===== src/xbar_defs.svh =====
`ifndef XBAR_DEFS_SVH
`define XBAR_DEFS_SVH

// EBI bus widths
`define XBAR_DATA_W 16
`define XBAR_ADDR_W 21

// Switch image, sixteen words of 16 bits
`define XBAR_WORDS 16
`define XBAR_IMAGE_W 256

// ebi_clk cycles per serial bit, must be even
// First half of a period has xbar_clock low, second half high
`define XBAR_SCLK_DIV 4

// Bit counter, wide enough to hold the image width
`define XBAR_CNT_W 9

`endif


===== src/xbar_pkg.sv =====
`include "xbar_defs.svh"

package xbar_pkg;

  // Command register opcodes, one full EBI data word
  typedef enum logic [`XBAR_DATA_W-1:0] {
    CMD_NOP  = `XBAR_DATA_W'd0,
    CMD_LOAD = `XBAR_DATA_W'd1
  } xbar_cmd_e;

  // Serial engine states
  // ST_SHIFT covers the 256 data periods
  // ST_LATCH is the single pclk low period
  typedef enum logic [1:0] {
    ST_IDLE  = 2'd0,
    ST_SHIFT = 2'd1,
    ST_LATCH = 2'd2
  } xbar_state_e;

endpackage


===== src/xbar_regs.sv =====
`timescale 1ns/1ps
`include "xbar_defs.svh"

module xbar_regs #(
  parameter int POSITION = 0
) (
  input  logic                     ebi_clk,
  input  logic                     reset,
  input  logic                     re,
  input  logic                     wr,
  input  logic [`XBAR_DATA_W-1:0]  data,
  input  logic [`XBAR_ADDR_W-1:0]  addr,
  input  logic                     busy,
  output logic [`XBAR_IMAGE_W-1:0] image,
  output logic                     load_start,
  output logic [`XBAR_DATA_W-1:0]  rdata,
  output logic                     rvalid
);

  localparam int IDX_W = $clog2(`XBAR_WORDS);

  logic                    cs;
  logic                    is_cmd;
  logic [IDX_W-1:0]        word_idx;
  logic                    wr_word;
  logic                    wr_cmd;
  logic                    rd_hit;
  xbar_pkg::xbar_cmd_e     cmd;
  logic [`XBAR_DATA_W-1:0] status;
  logic [`XBAR_DATA_W-1:0] words [`XBAR_WORDS];

  // Chip select compare, taken at the clock edge together with the strobes
  assign cs = (addr[7:0] == 8'(POSITION));

  // addr[13] picks the command/status register, addr[11:8] the image word
  assign is_cmd   = addr[13];
  assign word_idx = addr[8 +: IDX_W];

  assign wr_word = cs && wr && !is_cmd;
  assign wr_cmd  = cs && wr && is_cmd;
  assign rd_hit  = cs && re;

  assign cmd = xbar_pkg::xbar_cmd_e'(data);

  // Status word, only bit 0 is defined
  assign status = {{(`XBAR_DATA_W-1){1'b0}}, busy};

  // Image storage
  // Writes while busy are fine, the engine has its own copy
  always_ff @(posedge ebi_clk) begin
    if (wr_word) begin
      words[word_idx] <= data;
    end
  end

  // Word 15 lands in the top bits, so image[255] is word 15 bit 15
  always_comb begin
    for (int i = 0; i < `XBAR_WORDS; i++) begin
      image[i*`XBAR_DATA_W +: `XBAR_DATA_W] = words[i];
    end
  end

  // Command decode
  // A LOAD seen while busy is dropped here and never retried
  always_ff @(posedge ebi_clk) begin
    if (reset) begin
      load_start <= 1'b0;
    end else begin
      load_start <= 1'b0;
      if (wr_cmd) begin
        case (cmd)
          xbar_pkg::CMD_LOAD: load_start <= !busy;
          xbar_pkg::CMD_NOP:  load_start <= 1'b0;
          default:            load_start <= 1'b0;
        endcase
      end
    end
  end

  // Readback valid, one cycle after re
  always_ff @(posedge ebi_clk) begin
    if (reset) begin
      rvalid <= 1'b0;
    end else begin
      rvalid <= rd_hit;
    end
  end

  // Readback data, held until the next read
  always_ff @(posedge ebi_clk) begin
    if (rd_hit) begin
      if (is_cmd) begin
        rdata <= status;
      end else begin
        rdata <= words[word_idx];
      end
    end
  end

endmodule


===== src/xbar_shifter.sv =====
`timescale 1ns/1ps
`include "xbar_defs.svh"

module xbar_shifter (
  input  logic                     ebi_clk,
  input  logic                     reset,
  input  logic [`XBAR_IMAGE_W-1:0] image,
  input  logic                     load_start,
  output logic                     busy,
  output logic                     xbar_clock,
  output logic                     pclk,
  output logic                     sin
);

  localparam int DIV_W = $clog2(`XBAR_SCLK_DIV);
  localparam logic [DIV_W-1:0] DIV_LAST = DIV_W'(`XBAR_SCLK_DIV - 1);
  localparam logic [DIV_W-1:0] DIV_HALF = DIV_W'(`XBAR_SCLK_DIV / 2);
  localparam logic [`XBAR_CNT_W-1:0] BIT_LAST = `XBAR_CNT_W'(`XBAR_IMAGE_W - 1);

  xbar_pkg::xbar_state_e    state;
  logic [DIV_W-1:0]         div_cnt;
  logic [`XBAR_CNT_W-1:0]   bit_cnt;
  logic [`XBAR_IMAGE_W-1:0] shreg;
  logic                     period_end;
  logic                     last_bit;

  assign period_end = (div_cnt == DIV_LAST);
  assign last_bit   = (bit_cnt == BIT_LAST);

  // State machine with divider and bit counter
  always_ff @(posedge ebi_clk) begin
    if (reset) begin
      state   <= xbar_pkg::ST_IDLE;
      div_cnt <= '0;
      bit_cnt <= '0;
    end else begin
      case (state)
        xbar_pkg::ST_IDLE: begin
          div_cnt <= '0;
          bit_cnt <= '0;
          if (load_start) begin
            state <= xbar_pkg::ST_SHIFT;
          end
        end

        xbar_pkg::ST_SHIFT: begin
          if (period_end) begin
            div_cnt <= '0;
            bit_cnt <= bit_cnt + 1'b1;
            // After the 256th period comes the latch pulse
            if (last_bit) begin
              state <= xbar_pkg::ST_LATCH;
            end
          end else begin
            div_cnt <= div_cnt + 1'b1;
          end
        end

        xbar_pkg::ST_LATCH: begin
          if (period_end) begin
            div_cnt <= '0;
            state   <= xbar_pkg::ST_IDLE;
          end else begin
            div_cnt <= div_cnt + 1'b1;
          end
        end

        default: begin
          state <= xbar_pkg::ST_IDLE;
        end
      endcase
    end
  end

  // Shift register loaded on start and moved left at the end of each period
  // so sin changes only at the start of a period
  always_ff @(posedge ebi_clk) begin
    if (load_start) begin
      shreg <= image;
    end else if (state == xbar_pkg::ST_SHIFT && period_end) begin
      shreg <= {shreg[`XBAR_IMAGE_W-2:0], 1'b0};
    end
  end

  // Busy from the cycle after load_start to the end of the latch period
  assign busy = (state != xbar_pkg::ST_IDLE);

  // Gated serial clock high for the second half of each data period
  assign xbar_clock = (state == xbar_pkg::ST_SHIFT) && (div_cnt >= DIV_HALF);

  // Latch pulse low for one whole period
  assign pclk = (state != xbar_pkg::ST_LATCH);

  // MSB first and held low when not shifting
  assign sin = (state == xbar_pkg::ST_SHIFT) && shreg[`XBAR_IMAGE_W-1];

endmodule


===== src/xbar_control.sv =====
`timescale 1ns/1ps
`include "xbar_defs.svh"

module xbar_control #(
  parameter int POSITION = 0
) (
  input  logic                    ebi_clk,
  input  logic                    reset,
  input  logic                    re,
  input  logic                    wr,
  input  logic [`XBAR_DATA_W-1:0] data,
  input  logic [`XBAR_ADDR_W-1:0] addr,
  output logic [`XBAR_DATA_W-1:0] rdata,
  output logic                    rvalid,
  output logic                    xbar_clock,
  output logic                    pclk,
  output logic                    sin
);

  logic [`XBAR_IMAGE_W-1:0] image;
  logic                     load_start;
  logic                     busy;

  // EBI side, image store and command decode
  xbar_regs #(
    .POSITION (POSITION)
  ) u_regs (
    .ebi_clk    (ebi_clk),
    .reset      (reset),
    .re         (re),
    .wr         (wr),
    .data       (data),
    .addr       (addr),
    .busy       (busy),
    .image      (image),
    .load_start (load_start),
    .rdata      (rdata),
    .rvalid     (rvalid)
  );

  // Serial side, drives the crossbar configuration pins
  xbar_shifter u_shifter (
    .ebi_clk    (ebi_clk),
    .reset      (reset),
    .image      (image),
    .load_start (load_start),
    .busy       (busy),
    .xbar_clock (xbar_clock),
    .pclk       (pclk),
    .sin        (sin)
  );

endmodule


===== config.mk =====
export PLATFORM = sky130hd
export DESIGN_NAME = xbar_control
export DESIGN_NICKNAME = d
export VERILOG_FILES = /design/src/xbar_pkg.sv /design/src/xbar_regs.sv /design/src/xbar_shifter.sv /design/src/xbar_control.sv
export VERILOG_INCLUDE_DIRS = /design/src /design/src/src
export SDC_FILE = /design/constraint.sdc
export NUM_CORES = 1
export LEC_CHECK = 0
export BUFFER_PORTS_ARGS = -buffer_cell sky130_fd_sc_hd__buf_2
export CAP_MARGIN = 10
export CORE_ASPECT_RATIO = 0.8
export CORE_MARGIN = 8
export CORE_UTILIZATION = 49
export CTS_CLUSTER_DIAMETER = 80
export DETAILED_ROUTE_END_ITERATION = 8
export GPL_TIMING_DRIVEN = 0
export PLACE_DENSITY_LB_ADDON = 0.3
export SYNTH_ARGS = -nofsm -noshare
export SYNTH_HDL_FRONTEND = slang
export SYNTH_SLANG_ARGS = --single-unit

===== constraint.sdc =====
create_clock -name ebi_clk -period 8.55 [get_ports ebi_clk]
set_clock_uncertainty 0.2 [all_clocks]
set_input_delay 1.71 -clock ebi_clk [delete_from_list [all_inputs] [get_ports ebi_clk]]
set_output_delay 1.71 -clock ebi_clk [all_outputs]
set_load 0.05 [all_outputs]

---- Word level (Yosys, flattened, before mapping) ----
Memory sizes are Yosys's and may differ from the RTL's.
Index checks and enable logic that the tools add are counted.
word-level totals
  memory bits (writable) .................. 256
  memories ................................ 1
  input port bits ......................... 41
  output and inout port bits .............. 20
  bits in registers ....................... 287
operators by class
  mux-type cells .......................... 14
  eq/ne operators ......................... 10
  bitwise operators ....................... 2
  order comparisons ....................... 1
  $add $sub $neg .......................... 2
  reductions and logical operators ........ 19
memories
  memory        words  width  rd ports  clocked after Yosys merged registers in  write ports  RTL line         source
  u_regs.words  16     16     17        0                                        1            xbar_regs.sv:30  logic [`XBAR_DATA_W-1:0] words [`XBAR_WORDS];
operator list
  cell                 count
  $mux 256             2
  $pmux 9 s2           1
  $eq 16x1->1 const B  1
  $mux 2               5
  $add 9x1->9 const B  1
  $eq 9x8->1 const B   1
  $mux 9               1
  $logic_not 8->1      1
  $reduce_bool 2->1    4
  $logic_and 1x1->1    7
  $ne 2x1->1 const B   3
  $pmux 2 s3           1
  $eq 2x2->1 const B   2
  $ne 2x2->1 const B   2
  $pmux 2 s2           1
  $reduce_and 4->1     1
  $mux 1               3
  $reduce_or 3->1      1
  $add 2x1->2 const B  1
  $eq 2x1->1 const B   1
  $ge 2x2->1 const B   1
  $logic_not 1->1      2
  $logic_not 2->1      1
  $not 1->1            2
  other kinds (2)      2

---- Logic depth before layout (Yosys ltp) ----
Gate-level depths: netlist of the first run.
  depth after elaboration ................. 5
  mapped depth ............................ 7
  depth with buffers taken out ............ 7

---- Cells and area by module ----
Synthesis of the first run repeated with hierarchy kept, for this count alone.
unflattened totals
  cell total of the unflattened synthesis .. 1097
  area total of the unflattened synthesis .. 21989.8 µm²
by module, submodules not included
  module        instances  area each (µm²)  cells each
  xbar_shifter  1          11513.5          635
  xbar_regs     1          10476.3          462

---- Worst setup path after synthesis of the first run ----
Ideal clock, no wire load.
  kind .................................... flip-flop to flip-flop
  start point ............................. reg u_regs.load_start
  end point ............................... reg u_shifter.shreg[0] (enable)
  clock period less this slack ............ 8.147 ns
  arrival ................................. 7.283 ns
  path buffers ............................ 3
  setup time .............................. 0.663 ns
  data required time ...................... 7.687 ns
  setup slack ............................. 0.403 ns
  cell stages (with the launch flop) ...... 5
  cells stage by stage .................... dfxtp_1 clkbuf_1 clkbuf_1 clkbuf_1 nand2b_1
on the way
  longest elaborated chain between the ends .. 1
ends and longest elaborated chain
  item                         RTL line            source
  from (decl)                  xbar_regs.sv:15     output logic load_start,
  from (signal assigned)       xbar_regs.sv:72     xbar_pkg::CMD_LOAD: load_start <= !busy;
  $reduce_bool 2->1 (no line)  -
  to (signal assigned)         xbar_shifter.sv:79  shreg <= image;
  to (signal assigned)         xbar_shifter.sv:81  shreg <= {shreg[`XBAR_IMAGE_W-2:0], 1'b0};
  to (decl)                    xbar_shifter.sv:23  logic [`XBAR_IMAGE_W-1:0] shreg;
Every way passes these cells.
A chain may end at the register's enable or synchronous reset.

---- Final worst setup path of the first run ----
  start point ............................. in addr[5]
  end point ............................... mem u_regs.words[0][3] in the netlist's numbering (enable)
on the way
  longest elaborated chain between the ends .. 5
ends and longest elaborated chain
  item                             RTL line            source
  from (decl)                      xbar_control.sv:12  input logic [`XBAR_ADDR_W-1:0] addr,
  $logic_not 8->1                  xbar_regs.sv:33     assign cs = (addr[7:0] == 8'(POSITION));
  $logic_and 1x1->1 (2 in series)  xbar_regs.sv:39     assign wr_word = cs && wr && !is_cmd;
  $mux 1                           xbar_regs.sv:51     if (wr_word) begin
  $mux 1 (implied by the code)     xbar_regs.sv:52     words[word_idx] <= data;
  to (decl)                        xbar_regs.sv:30
Every way passes these cells.

==> metrics.txt, run 1 <==
ANT cells=0; Synth Warn #=0; Detailed Place HPWL=34.1 mm; Core Region=about 44,000 um^2; first-pass GRT wire length=75.5 mm; RSZ-0062 raised after global routing=false; period utilization=0.476; PortBufs=49; Cell Area, Synth=21,900 um^2; Max Freq=246 MHz; Num Clock Sinks=543; clk slew on worst S/H paths=0.06 ns; global-route usage over all layers=0.200; P&R area growth vs syn=13.5%; DIE WIDTH=252 um; Die H=between 200 and 250 um; detailed router's first-iteration violation count=around 1,300; CTS Buf Count=52; post-route minimum period=~4.1 ns; Hold Buf Count CTS=0; Post-CTS Setup Bufs=0; Core Util, Final=0.561; Max-slew headroom=0.353; Root Buffer=clkbuf_16; share of layout cells above drive strength 1=0.391; starting density of the core=0.494; CP Cell Sequence=buf_2, or4_4, nor4_4, or3b_4, nor3_2, buf_6; Startpoint Class=input port; clock tree buffer depth=3; largest net degree at the start of global routing=between 60 and 70; CTS resizes=0; Max-Cap Viols=0; Crit path required time=8.64 ns; Mean Syn Cell Area=20.1 um^2; global route total overflow=0; Critical Path AT=about 4.2 ns; Yosys reg bits=543; Die Footprint=around 52,000 um^2; Critical-path top delay cell=nor3_2; commonest non-fill, non-tap cell in the layout=edfxtp_1; Worst Slack Setup Final=4.48 ns; register area share after synthesis=0.739; crit path kind=input port to flip-flop; VDD IR max=0.000153 V; DR pass1 iterations=5; status=finished, final reports clean; Final Cell Area=approximately 25,000 um^2; crit end category=flip-flop; Worst Path Max Fanout=9; Finish-stage setup viols=0; P_leak=7.89 nW; Slew Viols, Final=0; clk_lat worst skew=0.59 ns; worst hold path class=flip-flop to flip-flop; Via Count=10,900; max incr delay on CP=0.58 ns; gpl congestion=1.00; drt drc=0; H-Tree Level Count=2; drt total wl=51.6 mm; mean number of vias per cell=5.88; Total Power=~5.3 mW; DP Worst Slack=3.90 ns; Synth cell types=41; hold_ws=0.303 ns; std cell rows=69; nets=1,258; vias in the first global route=11,000; CTS tree=done; WL/cell=about 28 um; Worst Max-Slew Pin Slew=a little under 1 ns; Power Density=between 200 and 250 nW/um^2; syn_nets=1,137; Gate Count Post-Synth=1,087; total I/O pin count=61; Final ANT Viol Nets=0; initial antenna violation count=2; Final Hold Vio Count=0; commonest cells after routing, fill and taps aside=edfxtp_1, mux2_2, mux4_2; Placed Area=around 23,000 um^2
worst max-delay path, delay by kind of cell:
kind / cells / cell delay [ns]
simple gates: 4 / 2.09
buf+inv: 2 / 0.35
cells by family (layout without fill, tap and decap cells):
| kind of cell | after synthesis | after routing | synth area share |
|---|---|---|---|
| and+or+nand+nor | 84 | 84 | 0.0213 |
| adders and majority gates | 9 | 9 | 0.00515 |
| AOI/OAI and AO/OA | 27 | 27 | 0.00762 |
| buffers and inverters | 64 | 226 | 0.0119 |
| DFF | 543 | 543 | 0.739 |
| xor gates and xnor gates | 6 | 6 | 0.00240 |
| muxes | 354 | 354 | 0.212 |
per-layer routing:
metal | vias to the layer above | part of all wire | track usage
li1 | 4624 | - | -
met1 | 5721 | 0.46 | 0.305
met2 | 470 | 0.43 | 0.284
met3 | 71 | 0.085 | 0.0464
met4 | 2 | 0.026 | 0.0619
met5 | - | 0.00025 | 0
Yosys cell counts:
cell type,count,area [um^2]
o22ai_1,15,93.8
or4_1,1,7.51
mux4_2,62,1400
nor3_2,1,10.0
mux2i_1,36,360
buf_4,1,7.51
inv_1,8,30.0
nor2_1,31,116
nor4_1,5,31.3
a2111oi_0,1,8.76
nor4_4,1,21.3
and4b_1,1,10.0
clkbuf_1,42,158
dfxtp_1,15,300
xnor2_1,5,43.8
o221ai_1,1,8.76
buf_1,1,3.75
and2_1,3,18.8
or2_2,1,6.26
nand4b_1,1,8.76
edfxtp_1,528,15900
buf_2,12,60.1
nand2b_1,5,31.3
o21ai_0,1,5.00
a22oi_1,1,7.51
nand4_1,1,6.26
ha_1,9,113
nor2b_1,2,12.5
a21oi_1,7,35.0
a21o_1,1,7.51
or3_1,1,6.26
nand3_1,6,30.0
nor3_1,7,35.0
or4_4,1,11.3
xor2_1,1,8.76
nor4b_1,1,8.76
or3b_4,1,11.3
nor3b_1,5,37.5
nand3b_1,3,22.5
nand2_1,6,22.5
mux2_2,256,2880
flip-flops by register name, indices dropped and copies added (netlist names):
name	flops
u_regs.load_start	1
u_regs.words	256
u_shifter.div_cnt	2
u_regs.rvalid	1
u_shifter.shreg	256
u_shifter.state	2
u_shifter.bit_cnt	9
u_regs.rdata	16
report_power, final:
| part | internal [mW] | total [mW] | switching (mW) |
|---|---|---|---|
| combinational | 0.0494 | 0.157 | 0.108 |
| clock | 1.25 | 2.23 | 0.981 |
| sequential | 2.90 | 2.90 | 0.000915 |
| total | 4.20 | 5.28 | 1.09 |
metrics by stage:
stage / TNS [ns] / std cells
5_1_grt: 0 / 1852
3_3_place_gp: -899.65 / 1739
6_report: 0 / 1852
2_1_floorplan: 0 / 1087
3_5_place_dp: 0 / 1757
4_1_cts: 0 / 1852
path summary, 6_finish.rpt:
kind,from,to,slack [ns],depth (start not counted)
setup / recovery,addr[5],u_regs.words[0][3],4.48,6
hold reg to reg,u_shifter.bit_cnt[8],u_shifter.bit_cnt[8],0.30,2
setup reg to reg,u_regs.load_start,u_shifter.shreg[153],4.91,7
hold / removal,u_shifter.bit_cnt[8],u_shifter.bit_cnt[8],0.30,2
layout make-up:
type / count / area, um^2
Sequential cell: 543 / 16200
Clock inverter: 34 / 258
Multi-Input combinational cell: 480 / 5490
Buffer: 56 / 229
Tap cell: 603 / 754
Fill cell: 3348 / 19400
Clock buffer: 61 / 1360
Timing Repair Buffer: 67 / 536
Inverter: 8 / 30.0
Power figures use the tool's default switching activity.
==> run 2, diff against run 1 <==
- clock period: 8.55 -> 4.18 ns (I/O delays scaled with it)
==> run 2 against run 1 <==
  * Die area did not move
  * Critical endpoint is now u_shifter.shreg[188]
  * Sequential cell count unchanged
  * Clock power is 99% higher
  * Worst hold slack better by 0.0010 ns
  * Setup slack got worse by 4.3 ns
  * Via count decreased by 0.71%
  * Total power up 100%
  * Non-clock buffer count fell by 1
  * Wire length fell by 2.3%
  * Sequential power increased by 100%
==> metrics.txt, run 2 (synthesis gave the netlist of run 1 again) <==
Die H=205 um (unchanged); Power Density=431 nW/um^2 (+100%); RSZ-0062 raised after global routing=false; starting density of the core=0.494 (unchanged); vias in the first global route=11,000 (-0.17%); Post-CTS Setup Bufs=0 (unchanged); post-route insts no fill=1,852 (unchanged); Fill cells=3,411 (+1.9%); Critical-path top delay cell=clkbuf_1; gpl congestion=0.941 (-6.0%); Total Power=10.7 mW (+100%); Crit path required time=4.21 ns (-4.43 ns); DR pass1 iterations=5 (unchanged); commonest non-fill, non-tap cell in the layout=edfxtp_1; std cell rows=69 (unchanged); period utilization=0.945; global-route usage over all layers=0.196 (-0.00457); Final ANT Viol Nets=0 (unchanged); Startpoint Class=flip-flop; Critical Path AT=3.99 ns (-0.17 ns); Buf/Inv on CP=6 (+4); global route total overflow=0 (unchanged); initial antenna violation count=4 (+2); mean number of vias per cell=5.84 (-0.71%); largest net degree at the start of global routing=65 (-1.5%); detailed router's first-iteration violation count=1,240 (-7.1%); nets=1,256 (-0.16%); drt total wl=50.4 mm (-2.3%); CTS resizes=0 (unchanged); Hold Buf Count CTS=0 (unchanged); Via Count=10,800 (-0.71%); Detailed Place HPWL=33.8 mm (-0.86%); Max-slew headroom=0.331 (-0.0211); H-Tree Level Count=2 (unchanged); Top Registers=u_regs.words: 256 flops, u_shifter.shreg: 256 flops, u_regs.rdata: 16 flops; P_leak=7.87 nW (-0.27%); crit path kind=flip-flop to flip-flop; clock tree buffer depth=3 (unchanged); CP Cell Sequence=clkbuf_1, clkbuf_1, clkbuf_1, nand2b_4, buf_16, buf_16, buf_16; max incr delay on CP=0.64 ns (+0.06 ns); worst hold path class=flip-flop to flip-flop; Num Clock Sinks=543 (unchanged); Max Freq=253 MHz; Die Footprint=51,600 um^2 (unchanged); drt drc=0 (unchanged); Max-Cap Viols=0 (unchanged); Final Hold Vio Count=0 (unchanged); crit end category=flip-flop; clk_lat worst skew=0.58 ns (about the same); Root Buffer=clkbuf_16; DP Cell Count=1,756 (-0.057%); commonest cells after routing, fill and taps aside=edfxtp_1, mux2_2, mux4_2; Finish-stage setup viols=0 (unchanged); Worst Max-Slew Pin Slew=1.00 ns (+0.0316 ns); Core Region=44,200 um^2 (unchanged); total I/O pin count=61 (unchanged); Crit path max-delay family=buffers and inverters; VDD IR max=0.000357 V (+130%); Worst Path Max Fanout=64 (+55); share of layout cells above drive strength 1=0.389 (-0.00178); PortBufs=49 (unchanged); hold_ws=0.304 ns (+0.00101 ns); first-pass GRT wire length=74.3 mm (-1.6%); WL/cell=27.2 um (-2.3%); P&R area growth vs syn=13.3%; status=finished, final reports clean; CTS tree=done; post-route minimum period=3.95 ns; DIE WIDTH=252 um (unchanged); clk slew on worst S/H paths=0.06 ns (about the same); CTS Buf Count=51 (-1.9%); Core Util, Final=0.560 (-0.000990); Slew Viols, Final=0 (unchanged)
[run 2: worst paths after layout]
path                            slack (ns)  cells past startpoint               start                   end
worst max-delay path                  0.23                      7   u_regs.load_start  u_shifter.shreg[188]
worst min-delay path                  0.30                      2  u_shifter.state[1]    u_shifter.state[1]
worst max register to register        0.23                      7   u_regs.load_start  u_shifter.shreg[188]
worst min register to register        0.30                      2  u_shifter.state[1]    u_shifter.state[1]
[run 2: report_power, final]
part,internal [mW],switching [mW],leakage (nW)
Sequential,5.92,0.00202,4.89
Clock,2.49,1.94,0.776
Combinational,0.101,0.218,2.20
[run 2: worst min-delay path, stage by stage (launching register included)]
cell and delay, ns:
dfxtp_1 0.34, nand2_1 0.06, a21oi_1 0.06
[run 2: metrics by stage]
stage | setup slack [ns] | setup TNS (ns) | cell area, um^2
final | 0.229 | 0 | 24800
after global placement | -1.02 | -291.59 | 22900
after floorplan | 0.522 | 0 | 21900
after detailed placement | 0.289 | 0 | 23200
after global routing | 0.0331 | 0 | 24800
after CTS | 0.252 | 0 | 24800
[run 2: layout make-up]
class,count,area [um^2],area share
Clock inverter,29,205,0.00829
Timing Repair Buffer,66,524,0.0212
Tap cell,603,754,0.0305
Sequential cell,543,16200,0.652
Antenna cell,2,5.00,0.000202
Buffer,56,229,0.00925
Clock buffer,65,1370,0.0554
Multi-Input combinational cell,480,5490,0.222
Inverter,8,30.0,0.00121
[run 2: layer usage]
metal,GRT usage,wire [um],vias up
li1,-,-,4637
met4,0.0566,1400,0
met5,0,0,-
met1,0.297,22800,5630
met2,0.282,21700,467
met3,0.0439,4540,77
==> run 3, diff against run 2 <==
--- a/config.mk
+++ b/config.mk
@@ -16,3 +16,3 @@
 export GPL_TIMING_DRIVEN = 0
-export PLACE_DENSITY_LB_ADDON = 0.3
+export PLACE_DENSITY = 0.65
 export SYNTH_ARGS = -nofsm -noshare
==> constraint.sdc (replaced) <==
create_clock -name ebi_clk -period 4.18 [get_ports ebi_clk]
set_clock_uncertainty 0.2 [all_clocks]
set_input_delay 0.209 -clock ebi_clk [delete_from_list [all_inputs] [get_ports ebi_clk]]
set_output_delay 0.209 -clock ebi_clk [all_outputs]
set_load 0.05 [all_outputs]
==> run 3 against run 2 <==
  * Count of clock-buffer cells in the layout decreased by 3
  * Register-to-register slack improved by 0.48 ns
  * Utilization grew 0.64 points
  * Via count rose by 0.64%
  * Fmax grew 7.6%
==> metrics.txt, run 3 (synthesis gave the netlist of run 1 again) <==
status=finished, final reports clean; Worst Max-Slew Pin Slew=1.11 ns (+0.108 ns); Crit path max-delay family=buffers and inverters; Final Hold Vio Count=0 (unchanged); total I/O pin count=61 (unchanged); hold path startpoint=data[8]; Max-Cap Viols=0 (unchanged); Finish-stage setup viols=0 (unchanged); crit path kind=input port to flip-flop; Post-CTS Setup Bufs=0 (unchanged); Crit path required time=4.49 ns (+0.28 ns); Reg-to-Reg Start=u_regs.load_start; CP Cell Sequence=dlygate4sd3_1, buf_2, or4_4, dlygate4sd3_1, nor2_1, dlygate4sd3_1, nand3_1, dlygate4sd3_1, nor2_1, dlygate4sd3_1; detailed router's first-iteration violation count=1,300 (+4.8%); commonest non-fill, non-tap cell in the layout=edfxtp_1; clock tree buffer depth=3 (unchanged); cells on worst reg2reg path=6 (-1); Fill cells=3,403 (-0.23%); DIE WIDTH=252 um (unchanged); Top Registers=u_regs.words: 256 flops, u_shifter.shreg: 256 flops, u_regs.rdata: 16 flops; Via Count=10,900 (+0.64%); crit end category=flip-flop; starting density of the core=0.494 (unchanged); WL/cell=27.0 um (-0.79%); post-route minimum period=3.67 ns (-0.280 ns); P_leak=7.99 nW (+1.6%); initial antenna violation count=2 (-2); drt total wl=50.5 mm (+0.34%); mean number of vias per cell=5.81 (-0.49%); drt drc=0 (unchanged); share of layout cells above drive strength 1=0.387 (-0.00201); Core Region=44,200 um^2 (unchanged); nets=1,279 (+1.8%); Placed Area=23,200 um^2 (+0.19%); Max-slew headroom=0.259 (-0.0720); Power Density=431 nW/um^2 (about the same); reg2reg setup slack=0.71 ns (+0.48 ns); RR Endpoint=u_shifter.shreg[130]; vias in the first global route=11,200 (+1.6%); Slew Viols, Final=0 (unchanged); H-Tree Level Count=2 (unchanged); Critical Path Stages=10 (+3); Die H=205 um (unchanged); Die Footprint=51,600 um^2 (unchanged); VDD IR max=0.000304 V (-15%); multi-input logic area=5500 um^2 (+0.11%); CTS tree=done; M1 WL=22.9 mm (+0.68%); Detailed Place HPWL=34.2 mm (+1.2%); most frequent cell on the critical path=dlygate4sd3_1; setup TNS=0 ns (unchanged); Critical-path top delay cell=dlygate4sd3_1; largest net degree at the start of global routing=66 (+1.5%); Max Freq=272 MHz (+7.6%); Critical Path AT=3.98 ns (about the same); Root Buffer=clkbuf_16; CTS resizes=0 (unchanged); clk_lat worst skew=0.58 ns (about the same); Hold Path Depth=1 (-1); global-route usage over all layers=0.196 (+0.000458); Startpoint Class=input port; gpl congestion=0.970 (+3.1%); clk slew on worst S/H paths=0.06 ns (about the same); CTS Buf Count=51 (unchanged); worst hold path class=input port to flip-flop; Buf/Inv on CP=6 (unchanged); WL met3=4.82 mm (+6.2%); max incr delay on CP=0.62 ns (-0.02 ns); commonest cells after routing, fill and taps aside=edfxtp_1, mux2_2, mux4_2; Num Clock Sinks=543 (unchanged); P&R area growth vs syn=14.6%; routed wl met2=21.1 mm (-2.8%); PortBufs=49 (unchanged); worst hold endpoint=u_regs.words[7][8]; Total Power=10.8 mW (+1.0%); Final Cell Area=25,000 um^2 (+1.1%); Top Metal Used=met4; register area=16,200 um^2 (unchanged); global route total overflow=0 (unchanged); std cell rows=69 (unchanged); RSZ-0062 raised after global routing=false; Final ANT Viol Nets=0 (unchanged); first-pass GRT wire length=74.5 mm (+0.27%); DR pass1 iterations=8 (+3); period utilization=0.878 (-0.0669); Worst Path Max Fanout=2 (-97%)
-- run 3: changes by cell type in the layout (fill, tap and decap cells not counted), sizes merged --
cell         change
dlygate4sd3     +21
bufinv           +1
clkbuf           -3
clkinvlp         +1
buf              +2
diode            -1
-- run 3: repair_timing --
| item | 4_1_cts | 5_1_grt |
|---|---|---|
| hold endpoints to repair | 245 | 0 |
| hold buffers | 21 | 0 |
| endpoints found under the setup margin | 0 | 0 |
-- run 3: cell type report --
| class | instances | share of cell area |
|---|---|---|
| flip-flops and latches | 543 | 0.645 |
| diodes | 1 | 0.0000999 |
| well taps | 603 | 0.0301 |
| clock buffers | 62 | 0.0543 |
| clock inverters | 31 | 0.00994 |
| multi-input cells | 480 | 0.219 |
| plain buffers | 56 | 0.00914 |
| inverters | 8 | 0.00120 |
| repair buffers | 89 | 0.0308 |
-- run 3: metrics by stage --
step / setup slack (ns) / hold WS [ns] / utilization / cells
finish: 0.508 / 0.0227 / 0.567 / 1873
global route: 0.408 / 0.0324 / 0.567 / 1872
CTS: 0.534 / 0.0206 / 0.567 / 1872
detailed placement: 0.735 / 0.291 / 0.525 / 1758
global placement: -1.14 / 0.269 / 0.517 / 1739
floorplan: 0.522 / 0.108 / - / 1087
-- run 3: routing by layer --
metal  up-vias  track usage
li1       4664            -
met1      5707        0.297
met2       425        0.272
met5         -            0
met4         0       0.0646
met3        84       0.0527
-- run 3: worst max-delay path by stage --
| stage | from | slack [ns] | endpoint |
|---|---|---|---|
| global placement | u_regs.load_start | -1.14 | u_shifter.shreg[127] |
| finish | addr[7] | 0.51 | u_regs.load_start |
| global route | addr[7] | 0.41 | u_regs.load_start |
| detailed placement | u_regs.load_start | 0.74 | u_shifter.shreg[166] |
| floorplan | u_regs.load_start | 0.52 | u_shifter.shreg[0] |
| CTS | addr[7] | 0.53 | u_regs.load_start |
-- run 3: report_power, final --
group	internal, mW	switching, mW	total [mW]
sequential	5.92	0.00199	5.93
combinational	0.112	0.221	0.333
clock	2.56	1.97	4.53
total	8.59	2.20	10.8
